`src/rtl/axil_fabric_macros.svh`:
```
// Region 0 is the SRAM and region 1 the monitor, any other region answers with an error
// Region sits in address bits 31:12, word index in 11:2

`ifndef AXIL_FABRIC_MACROS_SVH
`define AXIL_FABRIC_MACROS_SVH

// Bus widths
`define AXIL_ADDR_W 32
`define AXIL_DATA_W 32
`define AXIL_STRB_W (`AXIL_DATA_W / 8)

// Address field split
`define AXIL_REGION_W 20
`define AXIL_WIDX_W 10
`define AXIL_BOFF_W 2

// Memory depth in words
`define AXIL_SRAM_WORDS 256

// Region numbers
`define AXIL_REGION_SRAM 0
`define AXIL_REGION_PMON 1

`endif

```
`src/rtl/axil_fabric_pkg.sv`:
```
// Request and response types shared by every block of the fabric
// Field widths follow the macros header

`default_nettype none

`include "axil_fabric_macros.svh"

package axil_fabric_pkg;

  // Decoded view of a byte address
  typedef struct packed {
    logic [`AXIL_REGION_W-1:0] region;
    logic [`AXIL_WIDX_W-1:0]   widx;
    logic [`AXIL_BOFF_W-1:0]   boff;
  } axil_addr_fields_t;

  // One address word, seen raw or split into fields
  typedef union packed {
    logic [`AXIL_ADDR_W-1:0] raw;
    axil_addr_fields_t       f;
  } axil_addr_u;

  // Request channel payload, 69 bits
  typedef struct packed {
    logic                    write;
    axil_addr_u              addr;
    logic [`AXIL_DATA_W-1:0] wdata;
    logic [`AXIL_STRB_W-1:0] strb;
  } axil_req_t;

  // Response channel payload, 33 bits
  typedef struct packed {
    logic [`AXIL_DATA_W-1:0] rdata;
    logic                    err;
  } axil_resp_t;

  // Source of the pending response
  typedef enum logic [1:0] {
    slv_sram = 2'd0,
    slv_pmon = 2'd1,
    slv_err  = 2'd2
  } axil_slave_e;

endpackage

`default_nettype wire

```
`src/rtl/axil_demux.sv`:
```
// Address decoder; regions other than SRAM and monitor answer with an error
// Slaves must respond exactly one cycle after their request strobe

`timescale 1ns/1ps
`default_nettype none

`include "axil_fabric_macros.svh"

module axil_demux
  import axil_fabric_pkg::*;
(
  input  wire logic       clk_i,
  input  wire logic       reset_i,
  input  wire logic       bus_req_valid_i,
  input  wire axil_req_t  bus_req_i,
  output logic            bus_resp_valid_o,
  output axil_resp_t      bus_resp_o,
  output logic            sram_req_valid_o,
  output logic            pmon_req_valid_o,
  output axil_req_t       slv_req_o,
  input  wire logic       sram_resp_valid_i,
  input  wire axil_resp_t sram_resp_i,
  input  wire logic       pmon_resp_valid_i,
  input  wire axil_resp_t pmon_resp_i
);

  axil_req_t   req_q;
  axil_slave_e src_q;
  axil_slave_e dec_src;
  logic        fwd_q;
  logic        err_valid_q;

  // Region decode through the split address view
  always_comb begin
    if (bus_req_i.addr.f.region == `AXIL_REGION_W'(`AXIL_REGION_SRAM)) begin
      dec_src = slv_sram;
    end else if (bus_req_i.addr.f.region == `AXIL_REGION_W'(`AXIL_REGION_PMON)) begin
      dec_src = slv_pmon;
    end else begin
      dec_src = slv_err;
    end
  end

  always_ff @(posedge clk_i) begin
    if (reset_i) begin
      fwd_q       <= 1'b0;
      err_valid_q <= 1'b0;
      src_q       <= slv_sram;
    end else begin
      fwd_q <= bus_req_valid_i;
      if (bus_req_valid_i) begin
        src_q <= dec_src;
      end
      // Error answer matches the one-cycle slave latency
      err_valid_q <= fwd_q && (src_q == slv_err);
    end
  end

  always_ff @(posedge clk_i) begin
    if (bus_req_valid_i) begin
      req_q <= bus_req_i;
    end
  end

  assign slv_req_o        = req_q;
  assign sram_req_valid_o = fwd_q && (src_q == slv_sram);
  assign pmon_req_valid_o = fwd_q && (src_q == slv_pmon);

  // Return path selected by the pending source
  always_comb begin
    case (src_q)
      slv_sram: begin
        bus_resp_valid_o = sram_resp_valid_i;
        bus_resp_o       = sram_resp_i;
      end
      slv_pmon: begin
        bus_resp_valid_o = pmon_resp_valid_i;
        bus_resp_o       = pmon_resp_i;
      end
      default: begin
        bus_resp_valid_o = err_valid_q;
        bus_resp_o       = '{rdata: '0, err: 1'b1};
      end
    endcase
  end

endmodule

`default_nettype wire

```
`config.mk`:
```
export PLATFORM = sky130hd
export DESIGN_NAME = axil_demux
export DESIGN_NICKNAME = d
export VERILOG_FILES = /design/src/rtl/axil_fabric_pkg.sv /design/src/rtl/axil_demux.sv
export VERILOG_INCLUDE_DIRS = /design/src /design/src/rtl
export SDC_FILE = /design/constraint.sdc
export NUM_CORES = 1
export LEC_CHECK = 0
export ABC_CLOCK_PERIOD_IN_PS = 2650
export BUFFER_PORTS_ARGS = -buffer_cell sky130_fd_sc_hd__buf_2
export CAP_MARGIN = 20
export CORE_UTILIZATION = 30
export CTS_CLUSTER_SIZE = 14
export DETAILED_ROUTE_END_ITERATION = 16
export HOLD_SLACK_MARGIN = 0.02
export PLACE_DENSITY = 0.65
export RECOVER_POWER = 50
export SYNTH_ARGS = -nofsm -noshare
export SYNTH_HDL_FRONTEND = slang
export SYNTH_SLANG_ARGS = --single-unit
```
`constraint.sdc`:
```
create_clock -name clk_i -period 2.65 [get_ports clk_i]
set_input_delay 0.3975 -clock clk_i [delete_from_list [all_inputs] [get_ports clk_i]]
set_output_delay 0.3975 -clock clk_i [all_outputs]
set_load 0.005 [all_outputs]
```
Word-level counts from Yosys, hierarchy flattened
Index checks and enable logic that the tools add are counted.
{ "word_totals": {"out_inout_bits": 105, "register_bits": 73, "wordCells": 19} }
{ "classes": {"reduce_logical": 5, "eq_ne": 3, "n_mux": 4} }
{ "ops": {"columns": ["operator", "count"], "rows": [
  ["$pmux W33 S2", 1],
  ["$eq A20 B1 Y1 const B", 1],
  ["$logic_not A20 Y1", 1],
  ["$mux W2", 2],
  ["$logic_and A1 B1 Y1", 3],
  ["$eq A2 B1 Y1 const B", 1],
  ["$eq A2 B2 Y1 const B", 1],
  ["$logic_not A2 Y1", 1],
  ["$pmux W1 S2", 1]
]} }

Depth between registers and ports, before layout
{ "logic_depth": {"ltp_word": 3, "ltp_mapped": 4, "depth_no_buf": 3} }

Worst setup path after synthesis
Ideal clock, no wire load.
{ "synth_timing": {"path_type": "flip-flop to output port", "from": "reg src_q[0]", "to": "out bus_resp_o[15] in the netlist's numbering", "t_required_ps": 2253, "path_stages_with_launch": 5, "path_buffers": 2, "t_arrival_ps": 853, "path_slack_ps": 1400, "cell_sequence": "dfxtp_1 -> buf_4 -> buf_6 -> mux2i_1 -> nor2_1"} }
{ "synth_rtl": {"columns": ["element", "line_no", "rtl"], "rows": [
  ["start: declaration", "axil_demux.sv:28", "axil_slave_e src_q;"],
  ["start signal: assignment", "axil_demux.sv:48", "src_q <= slv_sram;"],
  ["start signal: assignment", "axil_demux.sv:52", "src_q <= dec_src;"],
  ["end: declaration", "axil_demux.sv:17", "output axil_resp_t bus_resp_o,"]
]} }

==> results.sh <==
export IMPL_holdCritStartpoint="bus_req_i[8]"
export IMPL_synth_cell_types=22
export IMPL_clockBufferDepth=2
export IMPL_die_w_um=99.0
export IMPL_insertion_delay_ns=0.33
export IMPL_routedWlPerCell_um=14.7
export IMPL_worst_slew_pin_slew_ns=1.02
export IMPL_root_buffer="clkbuf_8"
export IMPL_reg2reg_from="src_q[0]$_SDFFE_PP0P_"
export IMPL_drc=0
export IMPL_grt_max_degree=40
export IMPL_cts_resized=0
export IMPL_grt_pass1_vias=2203
export IMPL_cts_tree="built"
export IMPL_mostFrequentLayoutCells="220 x buf_2, 69 x edfxtp_1, 33 x mux2i_1"
export IMPL_gp_congestion=0.698
export IMPL_syn_nets=306
export IMPL_arrival_ns=1.84
export IMPL_start_kind="register"
export IMPL_initial_core_util_pct=30.7
export IMPL_syn_avg_cell_area_um2=17.0
export IMPL_num_antenna_cells=0
export IMPL_post_place_cells=517
export IMPL_power_total_mw=2.74
export IMPL_io_pins=245
export IMPL_period_needed_ns=2.24
export IMPL_port_buffers=244
export IMPL_power_density_nw_per_um2=629
export IMPL_cts_setup_buffers=0
export IMPL_irDropWorstVdd_mv=0.264
export IMPL_synth_seq_area_share_pct=76.2
export IMPL_cellLeakagePower_nw=1.91
export IMPL_period_share_pct=84.4
export IMPL_grt_overflow=0
export IMPL_rows=35
export IMPL_firstDrtPassIters=5
export IMPL_grt_first_pass_wirelength_um=11200
export IMPL_syn_cell_area_um2=2820
export IMPL_vias=2337
export IMPL_h_tree_depth=3
export IMPL_maxSlewViolCount=0
export IMPL_cts_sinks=73
export IMPL_tns_ns=0
export IMPL_drtIter0Drc=62
export IMPL_grt_use_total_pct=15.4
export IMPL_num_nets_final=557
export IMPL_startpoint="src_q[0]$_SDFFE_PP0P_"
export IMPL_final_common_cell="buf_2"
export IMPL_utilization_pct=47.4
export IMPL_nFillCells=879
export IMPL_finalHoldViolations=0
export IMPL_fmax_ghz=0.447
export IMPL_slew_headroom_pct=31.9
export IMPL_finalSetupViolCount=0
export IMPL_hp_class="in -> reg"
export IMPL_drv_cap=0
export IMPL_path_max_fanout=21
export IMPL_drive_gt1_share_pct=57.8
export IMPL_areaGrowthSynthToFinish_pct=54.4
export IMPL_cts_buffers=9
export IMPL_clock_skew_ns=0.000384
export IMPL_rsz0062_at_grt="false"
export IMPL_via_per_inst=4.38
export IMPL_instances_no_fill=533
export IMPL_core_area_um2=9200
export IMPL_cp_required_ns=2.25
export IMPL_yosysWarnings=0
export IMPL_crit_path_end_kind="output port"
export IMPL_die_h_um=99.0
export IMPL_syn_inst=166
export IMPL_antenna_found_initial=0
export IMPL_status="finished clean"
export IMPL_ys_seq_elements=73
export IMPL_antenna_left=0
export IMPL_design_die_area_um2=9800
export IMPL_path_clk_slew_ns=0.08
export IMPL_hpwl_um=6190
export IMPL_drt_total_wl_um=7840
export IMPL_critical_path_class="reg -> out"
export IMPL_holdBufCountCts=0
==> through the flow <==
step	setup WS [ns]	hold WS, ns	cell area (µm²)
2_1_floorplan	1.40	0.469	2820
4_1_cts	0.378	0.206	4400
6_report	0.412	0.226	4360
5_1_grt	0.244	0.197	4360
3_3_place_gp	0.804	0.533	4160
3_5_place_dp	0.763	0.537	4160
==> report_power, final <==
group	switching, mW	internal [mW]	total, mW
combinational	0.144	0.165	0.309
sequential	0.0248	1.36	1.38
clock	0.423	0.626	1.05
total	0.592	2.15	2.74
==> kinds of logic (layout without fill, tap and decap cells) <==
| family | count (synthesis) | count (layout) | synth area share, % |
|---|---|---|---|
| mux | 33 | 33 | 11.7 |
| compound gates | 4 | 4 | 1.20 |
| buf+inv | 10 | 266 | 2.39 |
| simple gates | 46 | 46 | 8.51 |
| flops | 73 | 73 | 76.2 |
==> flip-flops by register name, indices dropped and copies added, names as in the netlist <==
name,flops
err_valid_q,1
fwd_q,1
src_q,2
slv_req_o,69
==> layer usage <==
layer | vias to the layer above | global-route usage, % | routed length (µm) | share of wire (%)
li1 | 1125 | - | - | -
met1 | 1089 | 18.3 | 3280 | 42
met2 | 116 | 26.0 | 3910 | 50
met3 | 7 | 4.89 | 567 | 7.2
met4 | 0 | 5.63 | 72 | 0.92
met5 | - | 0 | 0 | 0
==> synth_stat cells <==
master	number	area share (%)
edfxtp_1	69	73
mux2i_1	33	12
nor2_1	32	4.3
dfxtp_1	4	2.8
nor4_2	4	1.8
buf_2	3	0.53
buf_6	3	1.2
inv_1	2	0.27
nand2_1	2	0.27
nor3b_1	2	0.53
a211o_1	1	0.31
and2_1	1	0.22
and4_1	1	0.31
buf_4	1	0.27
clkbuf_1	1	0.13
nand3_1	1	0.18
nand4_1	1	0.22
nor2b_1	1	0.22
nor4b_2	1	0.53
o21ai_0	1	0.18
o221a_1	1	0.40
o32ai_1	1	0.31
==> final timing paths <==
kind | cells past startpoint | endpoint | slack (ns)
min reg2reg | 1 | err_valid_q$_SDFF_PP0_ | 0.54
min | 1 | slv_req_o[8]$_DFFE_PP_ | 0.23
max reg2reg | 2 | src_q[0]$_SDFFE_PP0P_ | 1.37
max | 4 | bus_resp_o[10] | 0.41
==> critical path, stage by stage, from the launching register on <==
cell and delay [ns]:
dfxtp_2 0.69, buf_4 0.38, mux2i_1 0.23, nor2_1 0.07, buf_2 0.13
==> area by class of cell <==
cell class | instances | area, µm² | share of cell area (%)
flip-flops and latches | 73 | 2150 | 49.4
repair buffers | 248 | 1210 | 27.9
multi-input cells | 83 | 604 | 13.9
well taps | 111 | 139 | 3.19
clock buffers | 9 | 124 | 2.84
clock inverters | 7 | 116 | 2.67
inverters | 2 | 7.51 | 0.172
Note: power is estimated with default switching activity, not from simulation.
