$ cat src/rtl/axil_fabric_macros.svh
// Region 0 is the SRAM and region 1 the monitor, any other region answers with an error
// Region sits in address bits 31:12, word index in 11:2

`ifndef AXIL_FABRIC_MACROS_SVH
`define AXIL_FABRIC_MACROS_SVH

// Bus widths
`define AXIL_ADDR_W 32
`define AXIL_DATA_W 32
`define AXIL_STRB_W (`AXIL_DATA_W / 8)

// Address field split
`define AXIL_REGION_W 20
`define AXIL_WIDX_W 10
`define AXIL_BOFF_W 2

// Memory depth in words
`define AXIL_SRAM_WORDS 256

// Region numbers
`define AXIL_REGION_SRAM 0
`define AXIL_REGION_PMON 1

`endif

$ cat src/rtl/axil_fabric_pkg.sv
// Request and response types shared by every block of the fabric
// Field widths follow the macros header

`default_nettype none

`include "axil_fabric_macros.svh"

package axil_fabric_pkg;

  // Decoded view of a byte address
  typedef struct packed {
    logic [`AXIL_REGION_W-1:0] region;
    logic [`AXIL_WIDX_W-1:0]   widx;
    logic [`AXIL_BOFF_W-1:0]   boff;
  } axil_addr_fields_t;

  // One address word, seen raw or split into fields
  typedef union packed {
    logic [`AXIL_ADDR_W-1:0] raw;
    axil_addr_fields_t       f;
  } axil_addr_u;

  // Request channel payload, 69 bits
  typedef struct packed {
    logic                    write;
    axil_addr_u              addr;
    logic [`AXIL_DATA_W-1:0] wdata;
    logic [`AXIL_STRB_W-1:0] strb;
  } axil_req_t;

  // Response channel payload, 33 bits
  typedef struct packed {
    logic [`AXIL_DATA_W-1:0] rdata;
    logic                    err;
  } axil_resp_t;

  // Source of the pending response
  typedef enum logic [1:0] {
    slv_sram = 2'd0,
    slv_pmon = 2'd1,
    slv_err  = 2'd2
  } axil_slave_e;

endpackage

`default_nettype wire

$ cat src/rtl/axil_perf_mon.sv
// Counts request handshakes per master and delivered error responses
// Word 0 and 1 are master counts, word 2 errors; any write clears all three

`timescale 1ns/1ps
`default_nettype none

`include "axil_fabric_macros.svh"

module axil_perf_mon
  import axil_fabric_pkg::*;
(
  input  wire logic      clk_i,
  input  wire logic      reset_i,
  // Observed events
  input  wire logic      acc_valid_i [2],
  input  wire logic      resp_err_i,
  // Register access
  input  wire logic      req_valid_i,
  input  wire axil_req_t req_i,
  output logic           resp_valid_o,
  output axil_resp_t     resp_o
);

  logic [`AXIL_DATA_W-1:0] cnt_q [3];
  logic [`AXIL_DATA_W-1:0] rd_mux;
  logic [`AXIL_DATA_W-1:0] rdata_q;
  logic                    resp_valid_q;
  logic                    clear;

  assign clear = req_valid_i && req_i.write;

  // Only one transaction is in flight, so a clear never meets an event
  always_ff @(posedge clk_i) begin
    if (reset_i || clear) begin
      for (int k = 0; k < 3; k++) begin
        cnt_q[k] <= '0;
      end
    end else begin
      if (acc_valid_i[0]) begin
        cnt_q[0] <= cnt_q[0] + 1'b1;
      end
      if (acc_valid_i[1]) begin
        cnt_q[1] <= cnt_q[1] + 1'b1;
      end
      if (resp_err_i) begin
        cnt_q[2] <= cnt_q[2] + 1'b1;
      end
    end
  end

  // Counter select by word index, unused words read zero
  always_comb begin
    case (req_i.addr.f.widx)
      `AXIL_WIDX_W'(0): rd_mux = cnt_q[0];
      `AXIL_WIDX_W'(1): rd_mux = cnt_q[1];
      `AXIL_WIDX_W'(2): rd_mux = cnt_q[2];
      default:          rd_mux = '0;
    endcase
  end

  always_ff @(posedge clk_i) begin
    if (req_valid_i) begin
      rdata_q <= req_i.write ? '0 : rd_mux;
    end
  end

  always_ff @(posedge clk_i) begin
    if (reset_i) begin
      resp_valid_q <= 1'b0;
    end else begin
      resp_valid_q <= req_valid_i;
    end
  end

  assign resp_valid_o = resp_valid_q;
  assign resp_o       = '{rdata: rdata_q, err: 1'b0};

endmodule

`default_nettype wire

$ cat config.mk
export PLATFORM = sky130hd
export DESIGN_NAME = axil_perf_mon
export DESIGN_NICKNAME = d
export VERILOG_FILES = /design/src/rtl/axil_fabric_pkg.sv /design/src/rtl/axil_perf_mon.sv
export VERILOG_INCLUDE_DIRS = /design/src /design/src/rtl
export SDC_FILE = /design/constraint.sdc
export NUM_CORES = 1
export LEC_CHECK = 0
export BUFFER_PORTS_ARGS = -buffer_cell sky130_fd_sc_hd__buf_2
export CELL_PAD_IN_SITES_DETAIL_PLACEMENT = 1
export CELL_PAD_IN_SITES_GLOBAL_PLACEMENT = 2
export CORE_ASPECT_RATIO = 0.5
export CORE_MARGIN = 4
export CORE_UTILIZATION = 37
export DETAILED_ROUTE_END_ITERATION = 7
export HOLD_SLACK_MARGIN = 0.02
export PLACE_DENSITY_LB_ADDON = 0.1
export RECOVER_POWER = 50
export SYNTH_ARGS = -nofsm -noshare
export SYNTH_HDL_FRONTEND = slang
export SYNTH_SLANG_ARGS = --single-unit
$ cat constraint.sdc
create_clock -name clk_i -period 2.22 [get_ports clk_i]
set_input_delay 0 -clock clk_i [delete_from_list [all_inputs] [get_ports clk_i]]
set_output_delay 0 -clock clk_i [all_outputs]
set_load 0.05 [all_outputs]
Word level (Yosys, flattened, before mapping)
Memories as Yosys holds them, arrays and structs flattened.
Cells that the tools add are included.
- divide/modulo/power cells: 0
- bitwise gates (word level): 3
- $mul: 0
- reduce and logical (&&, ||, !) cells: 3
- equal/unequal tests: 2
- $lt $le $gt $ge: 0
- add/sub/neg operators: 3
- shift-type cells: 0
- muxes and demuxes: 15
- operators by type and width (kind ; count):
    $add A32 B1 Y32 const B ; 3
    $mux W32 ; 3
    $pmux W32 S3 ; 1
    $mux W1 ; 11
    $eq A10 B1 Y1 const B ; 1
    $eq A10 B2 Y1 const B ; 1
    $logic_not A10 Y1 ; 1
    $or A1 B1 Y1 ; 3
    $logic_and A1 B1 Y1 ; 1
    $logic_or A1 B1 Y1 ; 1
- word-level logic and storage cells: 29
- register bits: 33
- output and inout bits: 34
- memory bits (writable): 96
- latch bits: 0
- bits of input ports: 75
- ROM bits: 0
- memories kept: 1
- memory list (name ; words ; bits a word ; rd ports ; clocked after memory_dff ; wr ports ; line ; text):
    cnt_q ; 3 ; 32 ; 3 ; 0 ; 3 ; axil_perf_mon.sv:24 ; logic [`AXIL_DATA_W-1:0] cnt_q [3];

Depth between registers and ports, before layout
- depth in word-level cells: 5
- gate-level depth with buffers: 7
- depth with buffers taken out: 5

Worst setup path before layout
No wires, ideal clock.
- path kind: reg2reg
- from: memory cnt_q[0][32] (netlist name)
- to: memory cnt_q[0][52] (netlist name) (data pin)
- data required time: 2.073 ns
- path slack: 0.256 ns
- setup time: 0.147 ns
- clock period less this slack: 1.964 ns
- buffers on the path: 0
- arrival: 1.817 ns
- stages on the path, launching flop included: 6
- cells stage by stage: edfxtp_1 > ha_1 > nand4_1 > or4_1 > or4_1 > a21oi_1
- RTL lines (what ; line):
    from (decl) ; axil_perf_mon.sv:24

==> results.yml <==
global_routing:
  grt_pass1_wl_um: 36230
  grt_usage_pct: 21.30
  grt_max_degree: 54
  grt-ovfl-total: 0
  grt_pass1_vias: 6156
  grt_antenna_before_repair: 0
worst_setup_path:
  cp_max_fo: 8
  end_kind: "flip-flop"
  r2r_slack_ns: 0.17
  worstSetupPathType: "flip-flop to flip-flop"
  r2r-end: "cnt_q[0][60]$_SDFFCE_PP0P_"
  crit_arrival_ns: 2.31
  reg2reg_depth: 5
  cp-start-kind: "flip-flop"
  r2r-start: "cnt_q[0][33]$_SDFFCE_PP0P_"
  worstPathRequired_ns: 2.48
min_path:
  hp-class: "input pin to flip-flop"
  whs_path_depth: 5
  min_to: "rdata_q[31]$_SDFFCE_PP0P_"
  hold_start: "req_i[39]"
floorplanning:
  ios: 109
  rows: 36
  die-area_um2: 22220
  core_area_um2: 19410
  initial_core_util_pct: 37.68
  die_w_um: 206.8
  dieHeight_um: 107.4
layout:
  layout-drive-gt1-share_pct: 12.78
  area_growth_pct: 18.99
  fillers: 2203
  nNetsFinal: 880
  final_util_pct: 44.83
  diodes: 0
  instances_no_fill: 1080
routing:
  vias: 6060
  wl_per_cell_um: 21.07
  drt_iter0_markers: 352
  vias_per_cell: 5.611
  drc: 0
  dr.pass1.iters: 4
  ant_nets: 0
  wirelength_um: 22750
place:
  place_hpwl_um: 15760
  routabilityCongestion: 0.8060
  io_buffers: 49
  dp_cells: 1046
timing:
  relSlewSlack_pct: -39.44
  worstMarginPinSlew_ns: 2.092
  fin_crit_sh_pct: 92.42
  min_period_ns: 2.052
  fmax_mhz: 487.4
  final_hold_viol_count: 0
  rsz0062_at_grt: "no"
  fin_hold_ws_ns: 0.2428
  setup_tns_ns: 0
  drv_slew: 34
  setup_viol: 0
  clock_skew_ns: 0.01333
run_status:
  status: "complete, but fails checks"
  violations: "max-capacitance violations, max-slew violations"
clocking:
  cts-root-buf: "clkbuf_16"
  cts_tree: "done"
  clockBufferDepth: 2
  numCtsBuffers: 17
  htree_num_levels: 4
  cts.sinks: 129
  clk_pin_slew_worst_paths_ns: 0.06
  clk_latency_ns: 0.42
power:
  switchingPower_mw: 1.767
  pwr_density_cell_nw_per_um2: 758.9
  p_sw_share_pct: 26.75
  p_seq_share_pct: 45.9
  pwr-share-comb_pct: 10.6
  peakVddDrop_mv: 0.5136
  p_clk_share_pct: 43.4
  internal-power_mw: 4.838
  p_leak_nw: 2.930
yosys:
  ys.flop_type: "edfxtp_1"
  synthesis.instances: 718
  synth_fp_nets: 796
  synthDistinctLibCells: 45
  syn_area_um2: 7315
  synth_async_sr_flop_share_pct: 0
  ys_warn_count: 0
  syn_avg_cell_area_um2: 10.19
  synth_edf_count: 128
  ys_seq_area_share_pct: 52.82
  ys_ff_latch: 129
flow_run:
  cap_violations: 1
-- final cells by class --
cell class | count | area (um^2) | area share (%)
Clock buffer | 19 | 432.9 | 4.974
Clock inverter | 12 | 142.6 | 1.639
Inverter | 10 | 37.54 | 0.4313
Multi-Input combinational cell | 533 | 3229 | 37.10
Sequential cell | 129 | 3864 | 44.39
Tap cell | 266 | 332.8 | 3.824
Timing Repair Buffer | 111 | 664.4 | 7.634
-- critical path, stage by stage, from the launching register on --
cell and delay, ns:
edfxtp_1 0.39, ha_1 0.26, and4_1 0.27, nand4_1 0.31
or4_1 0.49, a21oi_1 0.18
-- metrics by stage --
stage / setup WS [ns] / total power, mW / instance area, um^2
4_1_cts: 0.04995 / 6.659 / 8782
3_3_place_gp: 0.1624 / 3.771 / 8197
5_1_grt: 0.009711 / 6.845 / 8703
2_1_floorplan: 0.2565 / 3.454 / 7315
6_report: 0.1683 / 6.605 / 8703
3_5_place_dp: 0.06922 / 3.797 / 8197
-- cells in the final DEF, fill, tap and decap left out, types with 4 or more instances in the layout --
cell / Yosys / routed
edfxtp_1: 128 / 128
nor2_1: 106 / 106
a21oi_1: 76 / 76
clkbuf_1: 37 / 51
mux2i_1: 42 / 42
buf_4: 2 / 42
nand2_1: 39 / 39
nand3_1: 34 / 34
nand4_1: 30 / 30
o31ai_1: 29 / 29
or4_1: 28 / 28
xor2_1: 20 / 20
or3_1: 20 / 19
clkbuf_16: 0 / 17
and4_1: 14 / 14
xnor2_1: 14 / 14
buf_2: 4 / 14
nor4_1: 13 / 13
o21ai_0: 12 / 12
nor3_1: 10 / 10
and2_1: 10 / 10
inv_1: 10 / 10
or2_2: 7 / 7
clkinv_2: 0 / 5
buf_12: 0 / 4
-- registers in the layout, summed over array words and instances (netlist names) --
name and cells:
rdata_q 32, resp_valid_o 1, cnt_q 96
-- synthesized netlist by cell type, types with 10 or more instances --
library cell | instances | area share, %
nand4_1 | 30 | 2.6
o31ai_1 | 29 | 3.0
nand2_1 | 39 | 2.0
xor2_1 | 20 | 2.4
and2_1 | 10 | 0.86
or4_1 | 28 | 2.9
nor4_1 | 13 | 1.1
inv_1 | 10 | 0.51
xnor2_1 | 14 | 1.7
or3_1 | 20 | 1.7
a21oi_1 | 76 | 5.2
nor2_1 | 106 | 5.4
o21ai_0 | 12 | 0.82
clkbuf_1 | 37 | 1.9
nand3_1 | 34 | 2.3
and4_1 | 14 | 1.7
mux2i_1 | 42 | 5.7
nor3_1 | 10 | 0.68
edfxtp_1 | 128 | 53
-- repair_timing --
item,4_1_cts,5_1_grt
hold buffers,1,0
endpoints found under the setup margin,0,8
buffers inserted,0,2
gates resized for setup,0,1
endpoints found under the hold margin,1,0
-- kinds of logic (layout without fill, tap and decap cells) --
group | count (synthesis) | in the layout | synth area share (%)
other | 1 | 1 | 0.05127
adder cells (fa/ha/maj) | 3 | 3 | 0.5132
XOR/XNOR | 34 | 34 | 4.071
multiplexers | 42 | 42 | 5.747
flip-flops | 129 | 129 | 52.82
AO/OA/AOI/OAI | 124 | 124 | 9.733
AND/OR/NAND/NOR | 329 | 329 | 23.93
buffers and inverters | 56 | 152 | 3.130
-- power groups by stage --
stage | Combinational, mW | Sequential, mW | Clock [mW]
3_5_place_dp | 0.716 | 3.08 | 0
6_report | 0.703 | 3.03 | 2.87
3_3_place_gp | 0.703 | 3.07 | 0
5_1_grt | 0.767 | 3.06 | 3.02
4_1_cts | 0.723 | 3.03 | 2.90
2_1_floorplan | 0.340 | 3.11 | 0
-- layer usage --
layer / vias up / wire length [um] / track usage [%]
met4: 0 / 241 / 4.713
met5: - / 0 / 0
met3: 13 / 1068 / 3.763
met2: 79 / 9738 / 30.93
li1: 2889 / - / -
met1: 3079 / 11700 / 33.03
-- worst max-delay path by stage --
stage / from / end / slack [ns] / depth (start not counted)
4_1_cts: cnt_q[0][40]$_SDFFCE_PP0P_ / cnt_q[0][53]$_SDFFCE_PP0P_ / 0.05 / 4
5_1_grt: cnt_q[0][81]$_SDFFCE_PP0P_ / cnt_q[0][95]$_SDFFCE_PP0P_ / 0.01 / 4
3_3_place_gp: cnt_q[0][41]$_SDFFCE_PP0P_ / cnt_q[0][53]$_SDFFCE_PP0P_ / 0.16 / 4
3_5_place_dp: cnt_q[0][40]$_SDFFCE_PP0P_ / cnt_q[0][51]$_SDFFCE_PP0P_ / 0.07 / 4
6_report: cnt_q[0][33]$_SDFFCE_PP0P_ / cnt_q[0][60]$_SDFFCE_PP0P_ / 0.17 / 5
2_1_floorplan: cnt_q[0][32]$_SDFFCE_PP0P_ / cnt_q[0][52]$_SDFFCE_PP0P_ / 0.26 / 5
No activity file was read; power rests on OpenSTA's default activity.
