[config.mk]
export PLATFORM = sky130hd
export DESIGN_NAME = axil_arbiter
export DESIGN_NICKNAME = d
export VERILOG_FILES = /design/src/rtl/axil_fabric_pkg.sv /design/src/rtl/axil_arbiter.sv
export VERILOG_INCLUDE_DIRS = /design/src /design/src/rtl
export SDC_FILE = /design/constraint.sdc
export NUM_CORES = 1
export LEC_CHECK = 0
export ABC_AREA = 1
export BUFFER_PORTS_ARGS = -buffer_cell sky130_fd_sc_hd__buf_2
export CORE_AREA = 4 4 109 111
export CTS_BUF_LIST = sky130_fd_sc_hd__clkbuf_2 sky130_fd_sc_hd__clkbuf_4 sky130_fd_sc_hd__clkbuf_8
export DETAILED_ROUTE_END_ITERATION = 8
export DIE_AREA = 0 0 113 115
export PLACE_DENSITY_LB_ADDON = 0.3
export SYNTH_ARGS = -nofsm -noshare
export SYNTH_HDL_FRONTEND = slang
export SYNTH_SLANG_ARGS = --single-unit
[constraint.sdc]
create_clock -name clk_i -period 3.8 [get_ports clk_i]
set_clock_uncertainty 0.05 [all_clocks]
set_input_delay 0.76 -clock clk_i [delete_from_list [all_inputs] [get_ports clk_i]]
set_output_delay 0.76 -clock clk_i [all_outputs]
set_load 0.03 [all_outputs]
[src/rtl/axil_fabric_macros.svh]
// Region 0 is the SRAM and region 1 the monitor, any other region answers with an error
// Region sits in address bits 31:12, word index in 11:2

`ifndef AXIL_FABRIC_MACROS_SVH
`define AXIL_FABRIC_MACROS_SVH

// Bus widths
`define AXIL_ADDR_W 32
`define AXIL_DATA_W 32
`define AXIL_STRB_W (`AXIL_DATA_W / 8)

// Address field split
`define AXIL_REGION_W 20
`define AXIL_WIDX_W 10
`define AXIL_BOFF_W 2

// Memory depth in words
`define AXIL_SRAM_WORDS 256

// Region numbers
`define AXIL_REGION_SRAM 0
`define AXIL_REGION_PMON 1

`endif

[src/rtl/axil_fabric_pkg.sv]
// Request and response types shared by every block of the fabric
// Field widths follow the macros header

`default_nettype none

`include "axil_fabric_macros.svh"

package axil_fabric_pkg;

  // Decoded view of a byte address
  typedef struct packed {
    logic [`AXIL_REGION_W-1:0] region;
    logic [`AXIL_WIDX_W-1:0]   widx;
    logic [`AXIL_BOFF_W-1:0]   boff;
  } axil_addr_fields_t;

  // One address word, seen raw or split into fields
  typedef union packed {
    logic [`AXIL_ADDR_W-1:0] raw;
    axil_addr_fields_t       f;
  } axil_addr_u;

  // Request channel payload, 69 bits
  typedef struct packed {
    logic                    write;
    axil_addr_u              addr;
    logic [`AXIL_DATA_W-1:0] wdata;
    logic [`AXIL_STRB_W-1:0] strb;
  } axil_req_t;

  // Response channel payload, 33 bits
  typedef struct packed {
    logic [`AXIL_DATA_W-1:0] rdata;
    logic                    err;
  } axil_resp_t;

  // Source of the pending response
  typedef enum logic [1:0] {
    slv_sram = 2'd0,
    slv_pmon = 2'd1,
    slv_err  = 2'd2
  } axil_slave_e;

endpackage

`default_nettype wire

[src/rtl/axil_arbiter.sv]
// Round-robin arbiter for two masters, one transaction in flight at a time
// Response data is shared; only the owner's response valid is raised

`timescale 1ns/1ps
`default_nettype none

module axil_arbiter
  import axil_fabric_pkg::*;
(
  input  wire logic       clk_i,
  input  wire logic       reset_i,
  // Master request side
  input  wire logic       m_req_valid_i [2],
  input  wire axil_req_t  m_req_i [2],
  output logic            m_req_ready_o [2],
  // Master response side
  output logic            m_resp_valid_o [2],
  output axil_resp_t      m_resp_o,
  input  wire logic       m_resp_ready_i [2],
  // Toward the decoder
  output logic            bus_req_valid_o,
  output axil_req_t       bus_req_o,
  output logic            bus_gnt_o,
  input  wire logic       bus_resp_valid_i,
  input  wire axil_resp_t bus_resp_i
);

  logic       busy_q;
  logic       owner_q;
  logic       prio_q;
  logic       req_valid_q;
  axil_req_t  req_q;
  logic       hold_valid_q;
  axil_resp_t hold_q;

  logic       gnt_valid;
  logic       gnt_idx;
  logic       req_hs;
  logic       cur_valid;
  logic       accept;

  // Favored master wins, otherwise the other one if it asks
  always_comb begin
    gnt_valid = m_req_valid_i[0] || m_req_valid_i[1];
    if (m_req_valid_i[prio_q]) begin
      gnt_idx = prio_q;
    end else begin
      gnt_idx = ~prio_q;
    end
  end

  assign req_hs = !busy_q && gnt_valid;

  // Response is shown the cycle it arrives, then held until taken
  assign cur_valid = hold_valid_q || bus_resp_valid_i;
  assign m_resp_o  = hold_valid_q ? hold_q : bus_resp_i;
  assign accept    = cur_valid && m_resp_ready_i[owner_q];

  for (genvar i = 0; i < 2; i++) begin : g_port
    assign m_req_ready_o[i]  = req_hs && (gnt_idx == 1'(i));
    assign m_resp_valid_o[i] = cur_valid && (owner_q == 1'(i));
  end

  always_ff @(posedge clk_i) begin
    if (reset_i) begin
      busy_q       <= 1'b0;
      owner_q      <= 1'b0;
      prio_q       <= 1'b0;
      req_valid_q  <= 1'b0;
      hold_valid_q <= 1'b0;
    end else begin
      req_valid_q <= req_hs;
      if (req_hs) begin
        busy_q  <= 1'b1;
        owner_q <= gnt_idx;
        // Last served master loses the next tie
        prio_q  <= ~gnt_idx;
      end else if (accept) begin
        busy_q <= 1'b0;
      end
      if (accept) begin
        hold_valid_q <= 1'b0;
      end else if (bus_resp_valid_i) begin
        hold_valid_q <= 1'b1;
      end
    end
  end

  // Payload registers
  always_ff @(posedge clk_i) begin
    if (req_hs) begin
      req_q <= m_req_i[gnt_idx];
    end
    if (bus_resp_valid_i) begin
      hold_q <= bus_resp_i;
    end
  end

  assign bus_req_valid_o = req_valid_q;
  assign bus_req_o       = req_q;
  assign bus_gnt_o       = owner_q;

endmodule

`default_nettype wire

; After elaboration in Yosys (flattened, before gate mapping)
; Index checks and enable logic that the tools add are counted.
[totals]
register_bits = 107
[classes]
n_lt_le_gt_ge = 3
muxes = 13
bitwise = 6
reduce_logical = 11
[op_table]
columns = op, n
row1 = 69-bit 2-to-1 mux, 3
row2 = 33-bit 2-to-1 mux, 1
row3 = 1-bit 2-to-1 mux, 9
row4 = 2-bit >= comparator (second input constant), 3
row5 = 1-bit logical AND, 6
row6 = 1-bit inverter with 2-bit output, 3
row7 = 1-bit inverter, 3
row8 = 1-bit logical OR, 2
row9 = 2-bit nonzero test, 1
row10 = 2-bit OR reduction, 1
row11 = 1-bit logical NOT, 1

; Depth between registers and ports, before layout
; Gate-level depths: netlist of the first run.
[logic_depth]
word_depth = 9
depth_mapped = 6
mapped_depth_nobuf = 6

; Worst setup path before layout of the first run
; Ideal clock, no wire load.
[synth_timing]
kind = in2reg
from = input port m_req_valid_i[0] (netlist bit)
to = register req_q (netlist bit bus_req_o[0]) (enable)
setup_ns = 0.423
arrival_time_ns = 2.245
setup_slack_ns = 1.082
cell_stages = 2
cell_sequence = o21bai_2 inv_1
[synth_via]
elab_chain_cells = 2
[synth_rtl]
columns = item, line
row1 = from (decl), axil_arbiter.sv:13  ; input wire logic m_req_valid_i [2],
row2 = 1-bit logical OR, axil_arbiter.sv:44  ; gnt_valid = m_req_valid_i[0] || m_req_valid_i[1];
row3 = 1-bit logical AND, axil_arbiter.sv:52  ; assign req_hs = !busy_q && gnt_valid;
row4 = via req_hs, axil_arbiter.sv:38  ; logic req_hs;
row5 = to (signal assigned), axil_arbiter.sv:92  ; req_q <= m_req_i[gnt_idx];
row6 = to (decl), axil_arbiter.sv:32  ; axil_req_t req_q;
; The timed path passes the listed nets, and every way through them passes these cells.
; A chain may end at the register's enable or synchronous reset.

==> key figures, run 1 <==
Global routing
  • Largest net degree at the start of global routing: 70
  • GR Layer Usage met3: 7.84%
  • Vias in the first global route: 3955
  • First-pass GRT wire length: 19500 um
  • Met1 usage: 21.5%
  • Most Used Layer, Global Route: met2
  • GRT overflow: 0
  • Antenna violations before repair: 1
  • GR Util All Layers: 19.2%
  • GR Layer Usage met2: between 30% and 40%

Final layout
  • Util after Layout: 58.2%
  • Most frequent cells in the layout: nand2_1, buf_2, edfxtp_1
  • Share of post-route cells with drive strength above 1: 41.3%
  • Commonest non-fill, non-tap cell in the layout: nand2_1
  • Final Net Count: about 920
  • Area growth syn-to-layout: 37.3%
  • Diode count: 0

Setup path
  • Worst R2R Path Depth: 5
  • Worst r2r src: prio_q
  • FF-to-FF setup slack: roughly 2.2 ns
  • CP Capture Type: output pin
  • RR Endpoint: bus_req_o[9]
  • CP max FO: 33
  • WP data required: between 2 and 3 ns
  • Startpoint types: flop
  • Worst path arrival time: 1.73 ns
  • Critical setup path kind: reg -> out

Route
  • Wirelength per Cell: ~14 um
  • DRC: 0
  • Post-route ant nets: 0
  • DR vias: 4022
  • Vias per cell: 4.52
  • Initial DRC count: 181
  • Drt pass-1 iters: 5
  • Overall routed net length: 12800 um

Job
  • Max-cap viol count: 0

Placement
  • Gpl congestion: between 0.8 and 0.9
  • Detail Placement HPWL: 10100 um
  • PortBufs: 285
  • Pre-CTS setup slack: roughly 1.5 ns

Logic synthesis
  • Mean area per synthesized cell: 9.84 sq um
  • Syn Nets: 643
  • Top post-synthesis cells by area: edfxtp_1, nand2_1, dfxtp_1
  • Yosys top cell area share: 67.0%
  • Seq/Total Area, Yosys: a little under 70%
  • Cells after Synth: roughly 470
  • Cell area after synthesis: 4570 sq um
  • #FFs+latches synth: 107
  • Ys Warns: 0
  • Cell taking the most area after synthesis: edfxtp_1
  • Unique masters post-synth: 14

Hold path
  • Worst hold endpoint: busy_q
  • Hold Startpoint: busy_q
  • Worst hold path type: reg -> reg
  • Hold Path Stages: 2

CTS
  • TritonCTS clock tree: built
  • Clk buf depth: 2
  • Later-pin clock latency in the skew report: roughly 0.35 ns
  • Clock Sinks: between 100 and 150
  • Root Buffer: clkbuf_8
  • Hold_buf cts: 0
  • Worst-path clk slew: 0.10 ns
  • H-Tree Depth: 3
  • Post_cts resized: 0
  • CTS Buf Count: 9
  • Post-CTS setup repair buffer count: 0

STA
  • Pin slew with the least headroom to its limit: ~0.88 ns
  • Final setup vio count: 0
  • Post-layout min period: between 2 and 3 ns
  • Pins over their slew limit: 0
  • Crit share post-route: 66.9%
  • Total negative slack: 0 ns
  • Slew margin rel.: 41.3%
  • FMAX: approximately 0.4 GHz
  • Final worst setup slack: 1.26 ns
  • RSZ-0062 raised after global routing: no
  • Final hold vios: 0

Floorplan
  • Core ar.: 10800 sq um
  • Die height: 115 um
  • Rows: 38
  • Starting Density: 42.4%
  • Io pins: approximately 290
  • Die width: 113 um
  • Die Area: 13000 sq um

Run status
  • Outcome: finished clean

Power and ir drop
  • Maximum VDD drop: 0.267 mV
  • Pwr dens: 488 nW/um^2
  • Leak Pwr: 3.28 nW
synthesized netlist by cell type:
| library cell | n |
|---|---|
| nor2_4 | 1 |
| dfxtp_1 | 5 |
| nand3_1 | 2 |
| buf_6 | 2 |
| nand2_1 | 316 |
| buf_2 | 16 |
| o21bai_2 | 1 |
| or2_2 | 1 |
| edfxtp_1 | 102 |
| inv_1 | 8 |
| o21ai_4 | 1 |
| inv_2 | 1 |
| nor2_1 | 6 |
| clkbuf_1 | 3 |
kinds of logic (layout without fill, tap and decap cells):
| kind of cell | Yosys count | in the layout | share of synthesized area, % |
|---|---|---|---|
| buffers and inverters | 30 | 315 | 3.23 |
| and+or+nand+nor | 326 | 326 | 27.0 |
| DFF | 107 | 107 | 69.1 |
| AOI/OAI and AO/OA | 2 | 2 | 0.602 |
per-stage QoR:
step,instance area (sq um),cells,hold slack (ns),power (mW)
floorplan,4570,465,0.387,2.16
global route,6280,890,0.470,3.24
finish,6280,890,0.461,3.06
CTS,6280,890,0.454,3.10
detailed placement,6110,874,0.437,2.49
global placement,6110,874,0.419,2.47
how the worst max path moves through the flow:
stage / slack (ns) / to / cells after the start / startpoint
3_3_place_gp: 1.55 / m_resp_valid_o[1] / 5 / bus_resp_valid_i
6_report: 1.26 / m_resp_o[15] / 4 / hold_valid_q
3_5_place_dp: 1.53 / m_req_ready_o[1] / 4 / m_req_valid_i[0]
5_1_grt: 1.01 / m_resp_o[18] / 4 / hold_valid_q
4_1_cts: 1.22 / m_resp_o[11] / 4 / hold_valid_q
2_1_floorplan: 1.08 / bus_req_o[0] / 2 / m_req_valid_i[0]
layout make-up:
cell class / count / area [sq um]
Clock buffer: 9 / 124
Clock inverter: 7 / 43.8
Fill cell: 946 / 4510
Inverter: 9 / 33.8
Multi-Input combinational cell: 328 / 1260
Sequential cell: 107 / 3160
Tap cell: 140 / 175
Timing Repair Buffer: 290 / 1480
registers in the layout (all words and copies together), names as in the netlist:
register	flops
bus_req_o	69
hold_q	33
bus_gnt_o	1
bus_req_valid_o	1
busy_q	1
hold_valid_q	1
prio_q	1
routing by layer:
layer | part of all wire, % | vias to the layer above
met1 | 37 | 1780
met3 | 11 | 21
met4 | 2.0 | 2
met2 | 50 | 180
li1 | - | 2039
met5 | 0.15 | -
power by group:
| part | leakage [nW] | internal (mW) | total, mW | switching [mW] |
|---|---|---|---|---|
| Clock | 0.0767 | 0.235 | 0.609 | 0.374 |
| Sequential | 1.05 | 1.49 | 1.53 | 0.0378 |
| Combinational | 2.16 | 0.258 | 0.925 | 0.666 |
| Total | 3.28 | 1.98 | 3.06 | 1.08 |
critical path, stage by stage, from the launching register on:
cell and delay [ns]:
dfxtp_1 0.32, inv_1 0.63, nand2_1 0.13, nand2_1 0.10, buf_2 0.19
Note: power is estimated with default switching activity, not from simulation.
==> run 2: changes to the inputs <==
--- a/config.mk
+++ b/config.mk
@@ -8,10 +8,10 @@
 export LEC_CHECK = 0
 export ABC_AREA = 1
 export BUFFER_PORTS_ARGS = -buffer_cell sky130_fd_sc_hd__buf_2
-export CORE_AREA = 4 4 109 111
+export CORE_MARGIN = 4
+export CORE_UTILIZATION = 44
 export CTS_BUF_LIST = sky130_fd_sc_hd__clkbuf_2 sky130_fd_sc_hd__clkbuf_4 sky130_fd_sc_hd__clkbuf_8
 export DETAILED_ROUTE_END_ITERATION = 8
-export DIE_AREA = 0 0 113 115
 export PLACE_DENSITY_LB_ADDON = 0.3
 export SYNTH_ARGS = -nofsm -noshare
 export SYNTH_HDL_FRONTEND = slang
==> constraint.sdc (replaced) <==
create_clock -name clk_i -period 2.45 [get_ports clk_i]
set_clock_uncertainty 0.05 [all_clocks]
set_input_delay 0.49 -clock clk_i [delete_from_list [all_inputs] [get_ports clk_i]]
set_output_delay 0.49 -clock clk_i [all_outputs]
set_load 0.03 [all_outputs]
==> run 2 against run 1 <==
  * Die area down 7.0%
  * Worst hold slack worse by 0.18 ns
  * Final area increased by 0.30%
  * Clock power rose by 74%
  * Sequential power grew 56%
  * Combinational power grew 54%
  * Routed wire length shrank 3.4%
  * Sequential share of layout area is 0.15 points lower
  * Final cell count decreased by 0.67%
  * Critical path depth is 1 higher
  * Via count is essentially flat
  * Highest routed layer is now met4
==> key figures, run 2 (same netlist as run 1, synthesis figures left out) <==
Job
  • Max-cap viol count: 0 (unchanged)

CTS
  • Clock Sinks: 107 (unchanged)
  • Worst-path clk slew: 0.10 ns (about the same)
  • Post-CTS setup repair buffer count: 0 (unchanged)
  • TritonCTS clock tree: built
  • Later-pin clock latency in the skew report: 0.34 ns (about the same)
  • H-Tree Depth: 3 (unchanged)
  • Root Buffer: clkbuf_8
  • Clk buf depth: 2 (unchanged)
  • Hold_buf cts: 0 (unchanged)
  • Post_cts resized: 0 (unchanged)
  • CTS Buf Count: 9 (unchanged)

Run status
  • Outcome: finished clean

Power and ir drop
  • Seq pwr share: 49.0% (-0.9 points)
  • Pwr dens: 770 nW/um^2 (+58%)
  • Clock power frac: 21.7% (+1.8 points)
  • Power share of the combinational group: 29.3% (-0.9 points)
  • P_sw: 1.63 mW (+51%)
  • Maximum VDD drop: 0.477 mV (+78%)
  • Sw Ratio: 33.6% (-1.6 points)
  • Leak Pwr: 3.30 nW (+0.62%)
  • Pint: 3.22 mW (+62%)

STA
  • Total negative slack: 0 ns (unchanged)
  • Final hold vios: 0 (unchanged)
  • Post-layout min period: between 2 and 2.5 ns
  • Crit share post-route: 85.8%
  • Final worst setup slack: 0.348 ns (-0.910 ns)
  • Pins over their slew limit: 0 (unchanged)
  • RSZ-0062 raised after global routing: no
  • Pin slew with the least headroom to its limit: 0.876 ns (-0.00315 ns)
  • FMAX: between 0.4 and 0.5 GHz
  • Final setup vio count: 0 (unchanged)
  • Slew margin rel.: 41.6% (+0.27 points)

Final layout
  • Share of post-route cells with drive strength above 1: 41.7% (+0.34 points)
  • Final Net Count: 924 (+0.11%)
  • Max FFs per register: 69 (unchanged)
  • Commonest non-fill, non-tap cell in the layout: nand2_1
  • Util after Layout: 63.3% (+5.1 points)
  • Diode count: 0 (unchanged)
  • Final instance area: 6300 sq um (+0.30%)
  • Most frequent cells in the layout: nand2_1, buf_2, edfxtp_1
  • Number of filler cells placed in the layout: 807 (-15%)
  • Area growth syn-to-layout: 37.7%

Floorplan
  • Rows: 36 (-5.3%)
  • Die Area: 12100 sq um (-7.0%)
  • Die height: 110 um (-4.4%)
  • Core ar.: 9950 sq um (-7.8%)
  • Starting Density: 46.0% (+3.6 points)
  • Die width: 110 um (-2.7%)
  • Io pins: 286 (unchanged)

Placement
  • Detail Placement HPWL: 9650 um (-4.4%)
  • Pre-CTS setup slack: 0.487 ns (-1.04 ns)
  • PortBufs: 285 (unchanged)
  • Gpl congestion: 0.817 (-6.5%)
  • Placed instance area: 6100 sq um (-0.23%)

Route
  • Drt pass-1 iters: 4 (-1)
  • Vias per cell: 4.55 (+0.60%)
  • Initial DRC count: 301 (+66%)
  • Overall routed net length: 12400 um (-3.4%)
  • Wirelength per Cell: 14.0 um (-2.8%)
  • DR vias: 4019 (-0.075%)
  • Post-route ant nets: 0 (unchanged)
  • DRC: 0 (unchanged)

Hold path
  • Worst hold path type: in -> reg

Global routing
  • First-pass GRT wire length: 18000 um (-7.7%)
  • GR Util All Layers: 19.6% (+0.40 points)
  • Antenna violations before repair: 0 (-1)
  • Vias in the first global route: 3790 (-4.2%)
  • GRT overflow: 0 (unchanged)
  • Largest net degree at the start of global routing: 70 (unchanged)

Setup path
  • Critical setup path kind: reg -> out
  • Worst path arrival time: 1.56 ns (-0.17 ns)
  • CP delay by family, top: buffers and inverters
  • Critical-path cell list: buf_4 > or2_2 > inv_1 > nor2_1 > buf_2
  • Startpoint types: flop
  • Worst path max stage delay: 0.35 ns (-0.28 ns)
  • CP Capture Type: output pin
  • WP data required: 1.91 ns (-1.08 ns)
  • Buf+Inv Stages, Crit Path: 3 (+1)
  • CP max FO: 34 (+3.0%)
  • Critical-path top delay cell: or2_2
run 2: cell types whose count changed in the layout (fill, tap and decap cells not counted), sizes merged:
cell / delta
buf: +1
bufinv: +1
clkbuf: +3
clkinv: -2
clkinvlp: -1
inv: -1
run 2: metal layers:
metal  track usage [%]  part of all wire, %
met5                 0                    0
met4              5.97                  1.4
met3              8.16                   12
met2              35.1                   52
met1              21.0                   35
run 2: stage by stage:
step,instances,hold WS [ns],power [mW]
after floorplan,465,0.387,3.36
after global placement,868,0.420,3.82
after detailed placement,868,0.417,3.85
after CTS,884,0.253,4.91
after global routing,884,0.246,5.13
final,884,0.281,4.85
run 2: worst register-to-register path, delay by kind of cell (launching register included):
family | cells | cell delay, ns
DFF | 1 | 0.33
AOI/OAI and AO/OA | 1 | 0.26
buffers and inverters | 2 | 0.74
run 2: path summary, 6_finish.rpt:
path,from,endpoint,slack [ns],cells past startpoint
worst min-delay path,bus_resp_i[9],hold_q[9],0.28,1
worst min register to register,busy_q,busy_q,0.43,2
worst max register to register,busy_q,bus_req_o[32],0.65,3
worst max-delay path,hold_valid_q,m_resp_valid_o[0],0.35,5
run 2: final cells by class:
class	count	area (sq um)	share of cell area, %
Clock buffer	12	146	2.32
Multi-Input combinational cell	328	1260	20.1
Timing Repair Buffer	291	1470	23.4
Inverter	9	33.8	0.536
Sequential cell	107	3160	50.2
Tap cell	133	166	2.64
Clock inverter	4	53.8	0.854
run 2: power groups by stage:
| stage | sequential (mW) | clock (mW) | combinational (mW) |
|---|---|---|---|
| finish | 2.38 | 1.06 | 1.42 |
| global route | 2.40 | 1.18 | 1.55 |
| CTS | 2.38 | 1.10 | 1.44 |
| detailed placement | 2.42 | 0 | 1.44 |
| global placement | 2.41 | 0 | 1.41 |
| floorplan | 2.81 | 0 | 0.548 |
